`src/hw/mem_pkg.sv`:
```
/*
 * shared memory definitions for the console memory subsystem
 * client numbering, address views and the structs passed between
 * the arbiter, the RAM banks, the boot ROM and the return path
 */
`default_nettype none

package mem_pkg;

	localparam int DATA_BITS      = 16;	// one memory word
	localparam int ADDR_BITS      = 16;	// word address
	localparam int NUM_CLIENTS    = 7;	// cpu down to audio
	localparam int NUM_BANKS      = 4;	// picked by top two address bits
	localparam int BANK_ADDR_BITS = 14;	// 16 K words per bank
	localparam int ROM_ADDR_BITS  = 5;	// 32 word boot rom

	typedef logic [$clog2(NUM_CLIENTS)-1:0] client_id_t;
	typedef logic [$clog2(NUM_BANKS)-1:0]   bank_id_t;

	// client numbers double as priority, lowest index wins
	localparam client_id_t CL_CPU    = 3'd0;
	localparam client_id_t CL_SPRITE = 3'd1;
	localparam client_id_t CL_BG0    = 3'd2;
	localparam client_id_t CL_BG1    = 3'd3;
	localparam client_id_t CL_OV     = 3'd4;	// overlay
	localparam client_id_t CL_FLASH  = 3'd5;	// flash loader, writes mostly
	localparam client_id_t CL_AUDIO  = 3'd6;

	// one address word seen as bank + offset or as rom page + index
	typedef union packed
	{
		struct packed
		{
			bank_id_t                  bank;	// top two bits
			logic [BANK_ADDR_BITS-1:0] offset;
		} bank_view;
		struct packed
		{
			logic [ADDR_BITS-ROM_ADDR_BITS-1:0] page;	// page 0 overlays rom
			logic [ROM_ADDR_BITS-1:0]           index;
		} rom_view;
	} mem_addr_u;

	typedef struct packed
	{
		logic                 valid;	// level, held until ready
		logic                 wr;	// 1 write, 0 read
		mem_addr_u            addr;
		logic [DATA_BITS-1:0] wdata;
	} mem_req_t;

	typedef struct packed
	{
		logic                 ready;	// single cycle pulse
		logic [DATA_BITS-1:0] rdata;	// only valid with ready on a read
	} mem_rsp_t;

	typedef struct packed
	{
		logic                      en;	// access strobe
		logic                      wr;
		logic [BANK_ADDR_BITS-1:0] offset;
		logic [DATA_BITS-1:0]      wdata;
	} bank_cmd_t;

	// what was issued last cycle, consumed by the return path
	typedef struct packed
	{
		logic       valid;
		client_id_t client;
		bank_id_t   bank;
		logic       rom_hit;	// cpu read of rom page 0
	} issue_t;

endpackage

`default_nettype wire

```
`src/hw/mem_arbiter.sv`:
```
/*
 * memory arbiter, request side of the controller
 * picks one valid client per cycle by fixed priority and strobes its bank
 */
`default_nettype none

module mem_arbiter
(
	input  wire mem_pkg::mem_req_t            req [mem_pkg::NUM_CLIENTS],
	input  wire logic                         CLK,
	input  wire logic                         rst,
	output mem_pkg::bank_cmd_t                bank_cmd [mem_pkg::NUM_BANKS],
	output mem_pkg::issue_t                   issue,
	output logic [mem_pkg::ROM_ADDR_BITS-1:0] rom_index
);
	import mem_pkg::*;

	logic                 win_found;	// some client gets this slot
	client_id_t           win_client;
	mem_req_t             win_req;	// request of the winner
	mem_addr_u            win_addr;
	logic                 win_rom_hit;
	logic [NUM_BANKS-1:0] bank_en;	// one hot or idle

	// priority search from the cpu downward
	// the client issued last cycle still shows valid during its ready, so skip it
	always_comb
	begin
		win_found  = 1'b0;
		win_client = CL_CPU;
		for (int i = 0; i < NUM_CLIENTS; i++)
		begin
			if (!win_found && req[i].valid &&
				!(issue.valid && (issue.client == client_id_t'(i))))
			begin
				win_found  = 1'b1;
				win_client = client_id_t'(i);
			end
		end
	end

	// decode the winning address both ways
	always_comb
	begin
		win_req     = req[win_client];
		win_addr    = win_req.addr;
		win_rom_hit = win_found && (win_client == CL_CPU) && !win_req.wr &&
			(win_addr.rom_view.page == '0);	// rom shadows reads only
		rom_index   = win_addr.rom_view.index;	// rom reads every cycle anyway
		for (int b = 0; b < NUM_BANKS; b++)
		begin
			bank_en[b]         = win_found && (win_addr.bank_view.bank == bank_id_t'(b));
			bank_cmd[b].en     = bank_en[b];
			bank_cmd[b].wr     = win_req.wr;	// shared, en qualifies
			bank_cmd[b].offset = win_addr.bank_view.offset;
			bank_cmd[b].wdata  = win_req.wdata;
		end
	end

	// issue record lines up with the registered bank and rom outputs
	always_ff @(posedge CLK)
	begin
		if (rst)
			issue <= '0;
		else
		begin
			issue.valid   <= win_found;
			issue.client  <= win_client;
			issue.bank    <= win_addr.bank_view.bank;
			issue.rom_hit <= win_rom_hit;
		end
	end

	// never more than one bank strobed in a cycle
	a_one_bank: assert property (@(posedge CLK) disable iff (rst)
		$onehot0(bank_en));

	// a client still holding valid in its ready cycle is not issued again
	a_no_repeat: assert property (@(posedge CLK) disable iff (rst)
		(issue.valid && $past(issue.valid)) |-> (issue.client != $past(issue.client)));

endmodule

`default_nettype wire

```
`config.mk`:
```
export PLATFORM = sky130hd
export DESIGN_NAME = mem_arbiter
export DESIGN_NICKNAME = d
export VERILOG_FILES = /design/src/hw/mem_pkg.sv /design/src/hw/mem_arbiter.sv
export SDC_FILE = /design/constraint.sdc
export NUM_CORES = 1
export LEC_CHECK = 0
export BUFFER_PORTS_ARGS = -buffer_cell sky130_fd_sc_hd__buf_2
export CAP_MARGIN = 10
export CORE_AREA = 2 2 145 147
export CTS_CLUSTER_DIAMETER = 100
export DETAILED_ROUTE_END_ITERATION = 16
export DIE_AREA = 0 0 147 149
export GPL_ROUTABILITY_DRIVEN = 1
export PLACE_DENSITY = 0.5
export SYNTH_ARGS = -nofsm -noshare
export SYNTH_HDL_FRONTEND = slang
export SYNTH_SLANG_ARGS = --single-unit
```
`constraint.sdc`:
```
create_clock -name CLK -period 8.69 [get_ports CLK]
set_input_delay 1.3035 -clock CLK [delete_from_list [all_inputs] [get_ports CLK]]
set_output_delay 1.3035 -clock CLK [all_outputs]
set_load 0.01 [all_outputs]
```
=== Word-level counts from Yosys, hierarchy flattened ===
Index checks and enable logic that the tools add are counted.

* Register bits after elaboration: 7
* Logic and storage cells: 76

* Magnitude comparators: 1
* Equal/unequal tests: 9
* Mux-type cells: 16
* Bitwise logic cells: 1
* Reduce and logical (&&, ||, !) cells: 45

{| class="wikitable"
|+ Operators by type and width
! kind !! count
|-
| $bmux W34 S3 || 1
|-
| $mux W33 || 2
|-
| $logic_and A1 B1 Y1 || 27
|-
| $mux W3 || 5
|-
| $logic_not A1 Y1 || 14
|-
| $logic_not A11 Y1 || 1
|-
| $eq A3 B3 Y1 const B || 3
|-
| $mux W1 || 8
|-
| $eq A3 B2 Y1 const B || 2
|-
| $logic_not A3 Y1 || 2
|-
| $eq A2 B2 Y1 const B || 2
|-
| $ge A4 B4 Y1 const B || 1
|-
| $not A3 Y4 || 1
|-
| $eq A3 B1 Y1 const B || 1
|-
| $eq A2 B1 Y1 const B || 1
|-
| $logic_not A2 Y1 || 1
|}

=== Longest topological paths before layout ===
Gate-level depths: netlist of the first run.

* Word-level depth: 36
* Gate-level depth with buffers: 13

=== Worst setup path after synthesis of the first run ===
Ideal clock, no wire load.

* Path kind: input -> output
* Start point: input req[135] in the netlist's numbering
* End point: output bank_cmd[112] in the netlist's numbering
* Arrival: 3.569 ns
* Path slack: 3.818 ns
* Stages on the path: 11
* Path through: mux2_4 > o22a_4 > a211oi_2 > buf_2 > buf_2 > buf_1 > nand2_1 > a21oi_1 > a21oi_1 > o21ai_0 > buf_4

{| class="wikitable"
|+ RTL lines
! item !! line !! source
|-
| start, declared || mem_arbiter.sv:9 || <nowiki>input wire mem_pkg::mem_req_t req [mem_pkg::NUM_CLIENTS],</nowiki>
|-
| end, declared || mem_arbiter.sv:12 || <nowiki>output mem_pkg::bank_cmd_t bank_cmd [mem_pkg::NUM_BANKS],</nowiki>
|}

==> results.py, run 1 <==
metrics = {
    "run_status": {
        "status": "finished clean",
    },
    "global_route": {
        "grt_first_pass_wirelength_um": 23800,
        "grt_use_total": 0.140,
        "overflow": 0,
        "grt_max_degree": 42,
        "antenna_found_initial": 2,
        "grt_pass1_vias": 4098,
    },
    "power_and_ir_drop": {
        "power_density_mw_per_mm2": 123,
        "finalPower_mw": 0.580,
        "peakVddDrop_v": 0.0000492,
        "p_leak_nw": 2.49,
    },
    "route": {
        "dr.pass1.iters": 4,
        "routed_via_density": 4.45,
        "wl_um": 17200,
        "wl_per_cell_um": 17.0,
        "drtIter0Drc": 270,
        "antenna_left": 0,
        "drc": 0,
        "vias": 4511,
    },
    "yosys": {
        "synth_enable_flop_cells": 0,
        "async_flop_share": 0,
        "synth_ff_type": "dfxtp_1",
        "synth.largest_area_cell": "buf_4",
        "synth_warnings": 0,
        "syn_avg_cell_area_um2": 6.77,
        "synthCells": 508,
        "yosysSeqAreaShare": 0.0408,
        "netlist_top_cells_count": "131 x buf_4, 84 x nand2_1, 39 x nand3_1",
        "synth_seq_cells": 7,
        "syn_nets": 748,
        "syn_area_mm2": 0.00344,
        "synth_cell_types": 55,
        "synth_most_common_cell": "buf_4",
        "synth.area.top_cells": "buf_4 29%, nand2_1 9.2%, mux4_2 8.5%",
        "synth_top_area_share": 0.286,
    },
    "critical_path": {
        "critical_path_required_ns": 7.39,
        "cp_slowest_stage_delay_ns": 0.59,
        "path_class": "input pin to output pin",
        "crit_top_cell": "buf_2",
        "start_kind": "input pin",
        "startpoint": "req[135]",
        "cp_max_fo": 27,
        "crit_family": "compound AO/OA/AOI/OAI gates",
        "end_kind": "output pin",
        "crit_arrival_ns": 4.44,
        "path_cells": "buf_2, mux2_4, o22a_4, a211oi_4, buf_4, mux2i_1, a2111oi_0, a21oi_1, or2_2, nor2_1, buf_2",
        "reg2reg_slack_ns": 4.78,
        "cp_slowest_cell": "a211oi_4",
        "crit_buf_inv": 3,
        "reg2reg_from": "issue[4]",
    },
    "cells_and_area": {
        "multi_input_comb_area_mm2": 0.00220,
        "final_util": 0.230,
        "reg.largest.list": "issue x7",
        "drive_gt1_frac": 0.575,
        "seqCellArea_um2": 140,
        "fillCellCount": 2380,
        "syn_to_final_growth_pct": 37.8,
        "fin_nets": 978,
        "largest-register": "issue",
        "largest_reg_flops": 7,
    },
    "timing": {
        "layout_worst_path_cycle_share": 0.661,
        "worst_pin_slew_ns": 1.02,
        "max_freq_mhz": 174,
        "worst_hold_slack_ns": 1.01,
        "rsz0062_at_grt": "no",
        "skew_ns": 0.00379,
        "hold_violations": 0,
        "finalSetupViolCount": 0,
        "fin_crit_ns": 5.75,
        "drv_slew": 0,
        "slew_headroom": 0.315,
        "fin_setup_tns_ns": 0,
    },
    "clock_tree": {
        "clock-sinks": 7,
        "tritoncts": "done",
        "htreeDepth": 1,
        "clkSlewWorstSetupHoldPaths_ns": 0.04,
        "worstSkewPairLatency_ns": 0.23,
        "numCtsBuffers": 3,
        "cts_resized": 0,
        "post_cts_buffers": 0,
        "cts_root_buffer": "clkbuf_16",
        "cts_hold_buffers": 0,
        "cts_buffer_depth": 2,
    },
    "die": {
        "pin_count": 380,
        "num_rows": 53,
        "die_area_mm2": 0.0219,
        "die_x_um": 147,
        "start_util": 0.167,
        "core-area_mm2": 0.0206,
        "dieHeight_um": 149,
    },
    "place": {
        "place_hpwl_um": 14000,
        "routabilityCongestion": 0.782,
        "numPortBuffers": 379,
    },
    "flow_run": {
        "maxCapViolCount": 0,
    },
    "worst_hold_path": {
        "hp-class": "register to register",
        "min_from": "issue[6]",
    },
}
-- tightest hold or removal path, delay by kind of cell, from the launching register on --
family / cells / cell delay, ns
simple gates: 4 / 0.64
flops: 1 / 0.34
-- final timing paths --
path                  end  cells past startpoint
max          bank_cmd[63]                     11
min              issue[6]                      4
max reg2reg      issue[0]                      9
min reg2reg      issue[6]                      4
-- cell families (layout without fill, tap and decap cells) --
kind of cell    count (synthesis)  after routing  share of synthesized area
mux                            32             32                      0.143
flops                           7              7                     0.0408
other cells                     0              1                          0
buf+inv                       165            394                      0.328
simple gates                  176            176                      0.242
compound gates                128            128                      0.246
-- metrics by stage --
| step | cells | instance area (µm²) | worst slack, ns |
|---|---|---|---|
| after detailed placement | 1008 | 4650 | 2.89 |
| after floorplan | 508 | 3440 | 3.82 |
| after CTS | 1012 | 4730 | 2.88 |
| final | 1013 | 4740 | 2.94 |
| after global routing | 1013 | 4740 | 2.59 |
| after global placement | 1008 | 4650 | 2.97 |
-- report_power, final --
group          leakage (nW)  switching [mW]  internal [mW]  total [mW]
Clock                0.0409          0.0188         0.0605      0.0793
Sequential           0.0578         0.00255         0.0347      0.0372
Combinational          2.39           0.267          0.196       0.464
-- cell usage in the layout (no fill, tap or decap), types with 2 or more instances in the layout --
cell,instances
or3_1,3
dfxtp_1,7
nand3_1,39
and3_1,2
o22ai_1,12
o32ai_1,2
o21a_1,3
a211oi_1,12
nand4b_1,2
nor2_1,19
inv_1,2
clkbuf_16,3
nand2_1,83
mux2_2,3
o21ai_0,32
nor3_1,5
nor3b_1,3
a211o_1,2
a2111oi_0,2
or4_1,3
a31oi_1,2
mux2i_1,15
o211ai_1,2
a21o_1,12
a21oi_1,34
buf_2,379
nor4_1,2
nor2_4,2
buf_4,9
mux4_2,13
nand3b_1,2
-- final cells by class --
class / count / share of cell area
diodes: 1 / 0.000528
clock buffers: 3 / 0.0159
clock inverters: 1 / 0.00106
inverters: 2 / 0.00159
multi-input cells: 336 / 0.464
flip-flops and latches: 7 / 0.0296
well taps: 275 / 0.0727
repair buffers: 388 / 0.415
-- metal layers --
layer  global-route usage  routed length (µm)
met4               0.0293                 258
met2                0.251                8330
met1                0.183                7270
met5                    0                  17
met3               0.0162                1310
Note: power is estimated with default switching activity, not from simulation.
==> inputs of run 2 (changes only) <==
--- a/config.mk
+++ b/config.mk
@@ -7,12 +7,12 @@
 export LEC_CHECK = 0
 export BUFFER_PORTS_ARGS = -buffer_cell sky130_fd_sc_hd__buf_2
 export CAP_MARGIN = 10
-export CORE_AREA = 2 2 145 147
+export CORE_AREA = 2 2 147 149
 export CTS_CLUSTER_DIAMETER = 100
 export DETAILED_ROUTE_END_ITERATION = 16
-export DIE_AREA = 0 0 147 149
+export DIE_AREA = 0 0 149 151
 export GPL_ROUTABILITY_DRIVEN = 1
-export PLACE_DENSITY = 0.5
+export PLACE_DENSITY = 0.49
 export SYNTH_ARGS = -nofsm -noshare
 export SYNTH_HDL_FRONTEND = slang
 export SYNTH_SLANG_ARGS = --single-unit
==> constraint.sdc (replaced) <==
create_clock -name CLK -period 5.52 [get_ports CLK]
set_input_delay 0.828 -clock CLK [delete_from_list [all_inputs] [get_ports CLK]]
set_output_delay 0.828 -clock CLK [all_outputs]
set_load 0.01 [all_outputs]
==> run 2 against run 1 <==
Against the previous run: final area increased by 0.45%; global-route usage increased by 0.19 points; setup slack got worse by 2.0 ns; combinational power increased by 59%; routed wire length increased by 5.5%; critical path depth decreased by 3; non-clock buffer count increased by 3; flip-flop and latch count unchanged; clock skew decreased by 0.0021 ns; largest power group unchanged.
==> results.py, run 2 (synthesis results as in run 1) <==
metrics = {
    "timing": {
        "fin_setup_tns_ns": 0,
        "fin_crit_ns": 4.56,
        "rsz0062_at_grt": "no",
        "finalSetupViolCount": 0,
        "slew_headroom": 0.359,
        "drv_slew": 0,
        "skew_ns": 0.00168,
        "worst_pin_slew_ns": 0.956,
        "layout_worst_path_cycle_share": 0.826,
        "hold_violations": 0,
        "max_freq_mhz": 219,
    },
    "cells_and_area": {
        "largest_reg_flops": 7,
        "layout_commonest_cell": "buf_2",
        "largest-register": "issue",
        "layout_common_cells": "379 x buf_2, 83 x nand2_1, 39 x nand3_1",
        "final_area_mm2": 0.00476,
        "syn_to_final_growth_pct": 38.4,
        "drive_gt1_frac": 0.576,
        "fin_nets": 981,
        "reg.largest.list": "issue x7",
    },
    "global_route": {
        "overflow": 0,
        "grtUsageMet1": 0.180,
        "grt_pass1_vias": 4200,
        "met2_usage": 0.267,
        "grt_use_total": 0.142,
        "top_usage_layer": "met2",
        "antenna_found_initial": 1,
        "grt_max_degree": 38,
        "grt.met3_usage": 0.0142,
        "grt_first_pass_wirelength_um": 24400,
    },
    "die": {
        "die_area_mm2": 0.0225,
        "start_util": 0.165,
        "die_x_um": 149,
        "pin_count": 380,
        "num_rows": 53,
        "dieHeight_um": 151,
        "core-area_mm2": 0.0208,
    },
    "clock_tree": {
        "post_cts_buffers": 0,
        "worstSkewPairLatency_ns": 0.23,
        "cts_resized": 0,
        "clock-sinks": 7,
        "clkSlewWorstSetupHoldPaths_ns": 0.04,
        "cts_root_buffer": "clkbuf_16",
        "numCtsBuffers": 3,
        "cts_hold_buffers": 0,
        "htreeDepth": 1,
        "cts_buffer_depth": 2,
        "tritoncts": "done",
    },
    "route": {
        "antenna_left": 0,
        "drtIter0Drc": 224,
        "drc": 0,
        "wl_um": 18100,
        "dr.pass1.iters": 4,
        "routed_via_density": 4.41,
        "wl_per_cell_um": 17.8,
        "vias": 4485,
    },
    "place": {
        "numPortBuffers": 379,
        "place_hpwl_um": 15300,
        "dpl_cell_area_mm2": 0.00468,
        "routabilityCongestion": 0.785,
    },
    "critical_path": {
        "end_kind": "output pin",
        "start_kind": "input pin",
        "crit_top_cell": "buf_2",
        "cp_slowest_stage_delay_ns": 0.74,
        "critical_path_required_ns": 4.69,
        "path_class": "input pin to output pin",
        "cp_slowest_cell": "o32ai_2",
        "crit_arrival_ns": 3.73,
        "cp_max_fo": 22,
        "path_cells": "buf_2, nor3b_1, o32ai_2, nand2_2, mux4_2, a2bb2oi_1, inv_1, buf_2",
    },
    "power_and_ir_drop": {
        "power_density_mw_per_mm2": 193,
        "peakVddDrop_v": 0.0000749,
        "p_leak_nw": 2.50,
    },
    "flow_run": {
        "maxCapViolCount": 0,
    },
    "run_status": {
        "status": "finished clean",
    },
    "worst_hold_path": {
        "hp-class": "input pin to register",
    },
}
-- run 2: cell count changes in the layout (fill, tap and decap cells not counted) --
cell | previous run | this run
buf_4 | 9 | 12
clkbuf_1 | 0 | 1
clkinv_2 | 1 | 0
-- run 2: where the power goes --
part | switching [mW] | internal (mW) | total [mW] | leakage (nW)
logic | 0.428 | 0.312 | 0.740 | 2.40
clock network | 0.0254 | 0.0959 | 0.121 | 0.0382
registers | 0.00406 | 0.0546 | 0.0586 | 0.0578
-- run 2: stage by stage --
step / total power, mW / setup WS (ns) / instances / hold slack, ns / util
2_1_floorplan: 0.693 / 1.60 / 508 / 0.900 / -
3_3_place_gp: 0.810 / 0.934 / 1011 / 1.03 / 0.225
3_5_place_dp: 0.810 / 0.872 / 1011 / 1.02 / 0.225
4_1_cts: 0.933 / 0.868 / 1015 / 0.884 / 0.228
5_1_grt: 1.00 / 0.739 / 1016 / 0.890 / 0.228
6_report: 0.920 / 0.963 / 1016 / 0.882 / 0.228
-- run 2: layout make-up --
type / count / area, µm²
antenna: 1 / 2.50
sequential: 7 / 140
clock buffer: 4 / 78.8
fill: 2401 / 16100
multi-input combinational: 336 / 2200
tap: 275 / 344
timing repair buffer: 391 / 1990
inverter: 2 / 7.51
-- run 2: path summary, 6_finish.rpt --
check | from | to | slack, ns | cells after the start
setup / recovery | req[135] | bank_cmd[126] | 0.96 | 8
setup reg to reg | issue[5] | issue[0] | 1.64 | 8
hold reg to reg | issue[6] | issue[6] | 1.06 | 4
hold / removal | rst | issue[4] | 0.88 | 2
-- run 2: metal layers --
layer  share of wire  routed length, µm
met5               0                  0
met1            0.41               7350
met2            0.52               9360
met4          0.0067                122
met3           0.072               1310
-- run 2: worst max-delay path, delay by kind of cell --
kind | cells | cell delay (ns)
compound gates | 2 | 1.08
simple gates | 2 | 0.74
mux | 1 | 0.60
buf+inv | 3 | 0.46
==> inputs of run 3 (changes only) <==
--- a/config.mk
+++ b/config.mk
@@ -12,7 +12,7 @@
 export DETAILED_ROUTE_END_ITERATION = 16
 export DIE_AREA = 0 0 149 151
 export GPL_ROUTABILITY_DRIVEN = 1
-export PLACE_DENSITY = 0.49
+export PLACE_DENSITY = 0.5
 export SYNTH_ARGS = -nofsm -noshare
 export SYNTH_HDL_FRONTEND = slang
 export SYNTH_SLANG_ARGS = --single-unit
==> constraint.sdc (replaced) <==
create_clock -name CLK -period 4.19 [get_ports CLK]
set_input_delay 0.6285 -clock CLK [delete_from_list [all_inputs] [get_ports CLK]]
set_output_delay 0.6285 -clock CLK [all_outputs]
set_load 0.01 [all_outputs]
==> run 3 against run 2 <==
Against the previous run: combinational power rose by 35%; total power rose by 34%; core utilization rose by 0.63 points; clock skew fell by 0.0013 ns; critical path depth rose by 2; non-clock buffer count rose by 11; final area rose by 2.8%; flip-flop and latch count did not move.
==> results.py, run 3 (synthesis results as in run 1) <==
metrics = {
    "run_status": {
        "status": "finished clean",
    },
    "timing": {
        "skew_ns": 0.000367,
        "max_freq_mhz": 257,
        "layout_worst_path_cycle_share": 0.930,
        "fin_crit_ns": 3.90,
        "worst_pin_slew_ns": 0.711,
        "rsz0062_at_grt": "no",
        "finalSetupViolCount": 0,
        "fin_setup_tns_ns": 0,
        "worst_hold_slack_ns": 0.668,
        "drv_slew": 0,
        "hold_violations": 0,
        "slew_headroom": 0.526,
    },
    "cells_and_area": {
        "largest-register": "issue",
        "antenna_cells": 0,
        "layout_commonest_cell": "buf_2",
        "fillCellCount": 2360,
        "finalNonFillerCells": 1026,
        "syn_to_final_growth_pct": 42.2,
        "fin_nets": 992,
        "largest_reg_flops": 7,
        "final_area_mm2": 0.00489,
        "layout_common_cells": "379 x buf_2, 83 x nand2_1, 39 x nand3_1",
        "reg.largest.list": "issue x7",
        "drive_gt1_frac": 0.582,
    },
    "critical_path": {
        "crit_buf_inv": 2,
        "cp_slowest_cell": "dfxtp_1",
        "cp_max_fo": 8,
        "start_kind": "register",
        "end_kind": "output pin",
        "cp_num_cells": 10,
        "cp_slowest_stage_delay_ns": 0.52,
        "crit_family": "compound AO/OA/AOI/OAI gates",
        "worst-r2r-cell-count": 9,
        "critical_path_required_ns": 3.56,
        "crit_arrival_ns": 3.27,
        "path_class": "register to output pin",
        "path_cells": "mux2_2, o22a_1, o211ai_1, buf_4, a211oi_1, a2111oi_1, a21oi_1, or2_2, nor2_1, buf_2",
        "reg2reg_slack_ns": 0.78,
    },
    "route": {
        "routed_via_density": 4.44,
        "vias": 4560,
        "antenna_left": 0,
        "wl_um": 17900,
        "wl_per_cell_um": 17.5,
        "drtIter0Drc": 169,
        "dr.pass1.iters": 4,
        "drc": 0,
    },
    "global_route": {
        "grt_max_degree": 48,
        "grt_first_pass_wirelength_um": 24900,
        "overflow": 0,
        "grt_use_total": 0.143,
        "antenna_found_initial": 2,
        "grt_pass1_vias": 4314,
    },
    "die": {
        "core-area_mm2": 0.0208,
        "start_util": 0.165,
        "dieHeight_um": 151,
        "die_area_mm2": 0.0225,
        "die_x_um": 149,
        "num_rows": 53,
        "pin_count": 380,
    },
    "worst_hold_path": {
        "hold_path_depth": 2,
        "hp-class": "input pin to register",
    },
    "power_and_ir_drop": {
        "peakVddDrop_v": 0.0000961,
        "power_density_mw_per_mm2": 253,
        "p_leak_nw": 2.57,
        "finalPower_mw": 1.24,
    },
    "clock_tree": {
        "clkSlewWorstSetupHoldPaths_ns": 0.03,
        "htreeDepth": 1,
        "clock-sinks": 7,
        "numCtsBuffers": 3,
        "worstSkewPairLatency_ns": 0.23,
        "cts_buffer_depth": 2,
        "cts_root_buffer": "clkbuf_16",
        "tritoncts": "done",
    },
    "place": {
        "numPortBuffers": 379,
        "routabilityCongestion": 0.865,
        "dpl_cell_area_mm2": 0.00481,
        "place_hpwl_um": 15300,
        "dp_cells": 1022,
    },
    "flow_run": {
        "maxCapViolCount": 0,
    },
}
[run 3: cell count changes in the layout (fill, tap and decap cells not counted)]
cell and change:
buf_4 +7, buf_12 +4, a2111oi_0 -1, a2111oi_1 +1
diode_2 -1
[run 3: metrics by stage]
stage               setup slack [ns]  utilization
floorplan                      0.668            -
global placement               0.251        0.231
detailed placement             0.231        0.231
CTS                            0.135        0.235
global route                  0.0409        0.235
finish                         0.293        0.235
[run 3: cell type report]
| class | instances | area (µm²) | share of cell area |
|---|---|---|---|
| inverters | 2 | 7.51 | 0.00154 |
| well taps | 275 | 344 | 0.0704 |
| repair buffers | 402 | 2120 | 0.434 |
| multi-input cells | 336 | 2200 | 0.450 |
| flip-flops and latches | 7 | 140 | 0.0287 |
| clock buffers | 4 | 78.8 | 0.0161 |
[run 3: final timing paths]
check,startpoint,endpoint
worst max-delay path,issue[3],bank_cmd[63]
worst max register to register,issue[3],issue[0]
worst min register to register,issue[6],issue[6]
worst min-delay path,rst,issue[2]
[run 3: metal layers]
layer / part of all wire / up-vias / global-route usage
met5: 0.00073 / - / 0
met4: 0.0020 / 2 / 0.0129
met3: 0.090 / 8 / 0.0181
met2: 0.51 / 277 / 0.272
met1: 0.40 / 2096 / 0.178
li1: - / 2177 / -
[run 3: power breakdown]
part	internal (mW)	leakage [nW]	switching [mW]	total, mW
Clock	0.126	0.0382	0.0329	0.159
Combinational	0.439	2.47	0.561	1.00
Sequential	0.0720	0.0578	0.00555	0.0775
Total	0.637	2.57	0.599	1.24
[run 3: repair_timing]
action / 4_1_cts / 5_1_grt
gates resized for setup: 0 / 1
hold buffers: 0 / 0
setup buffers: 0 / 0
setup endpoints to repair: 0 / 2
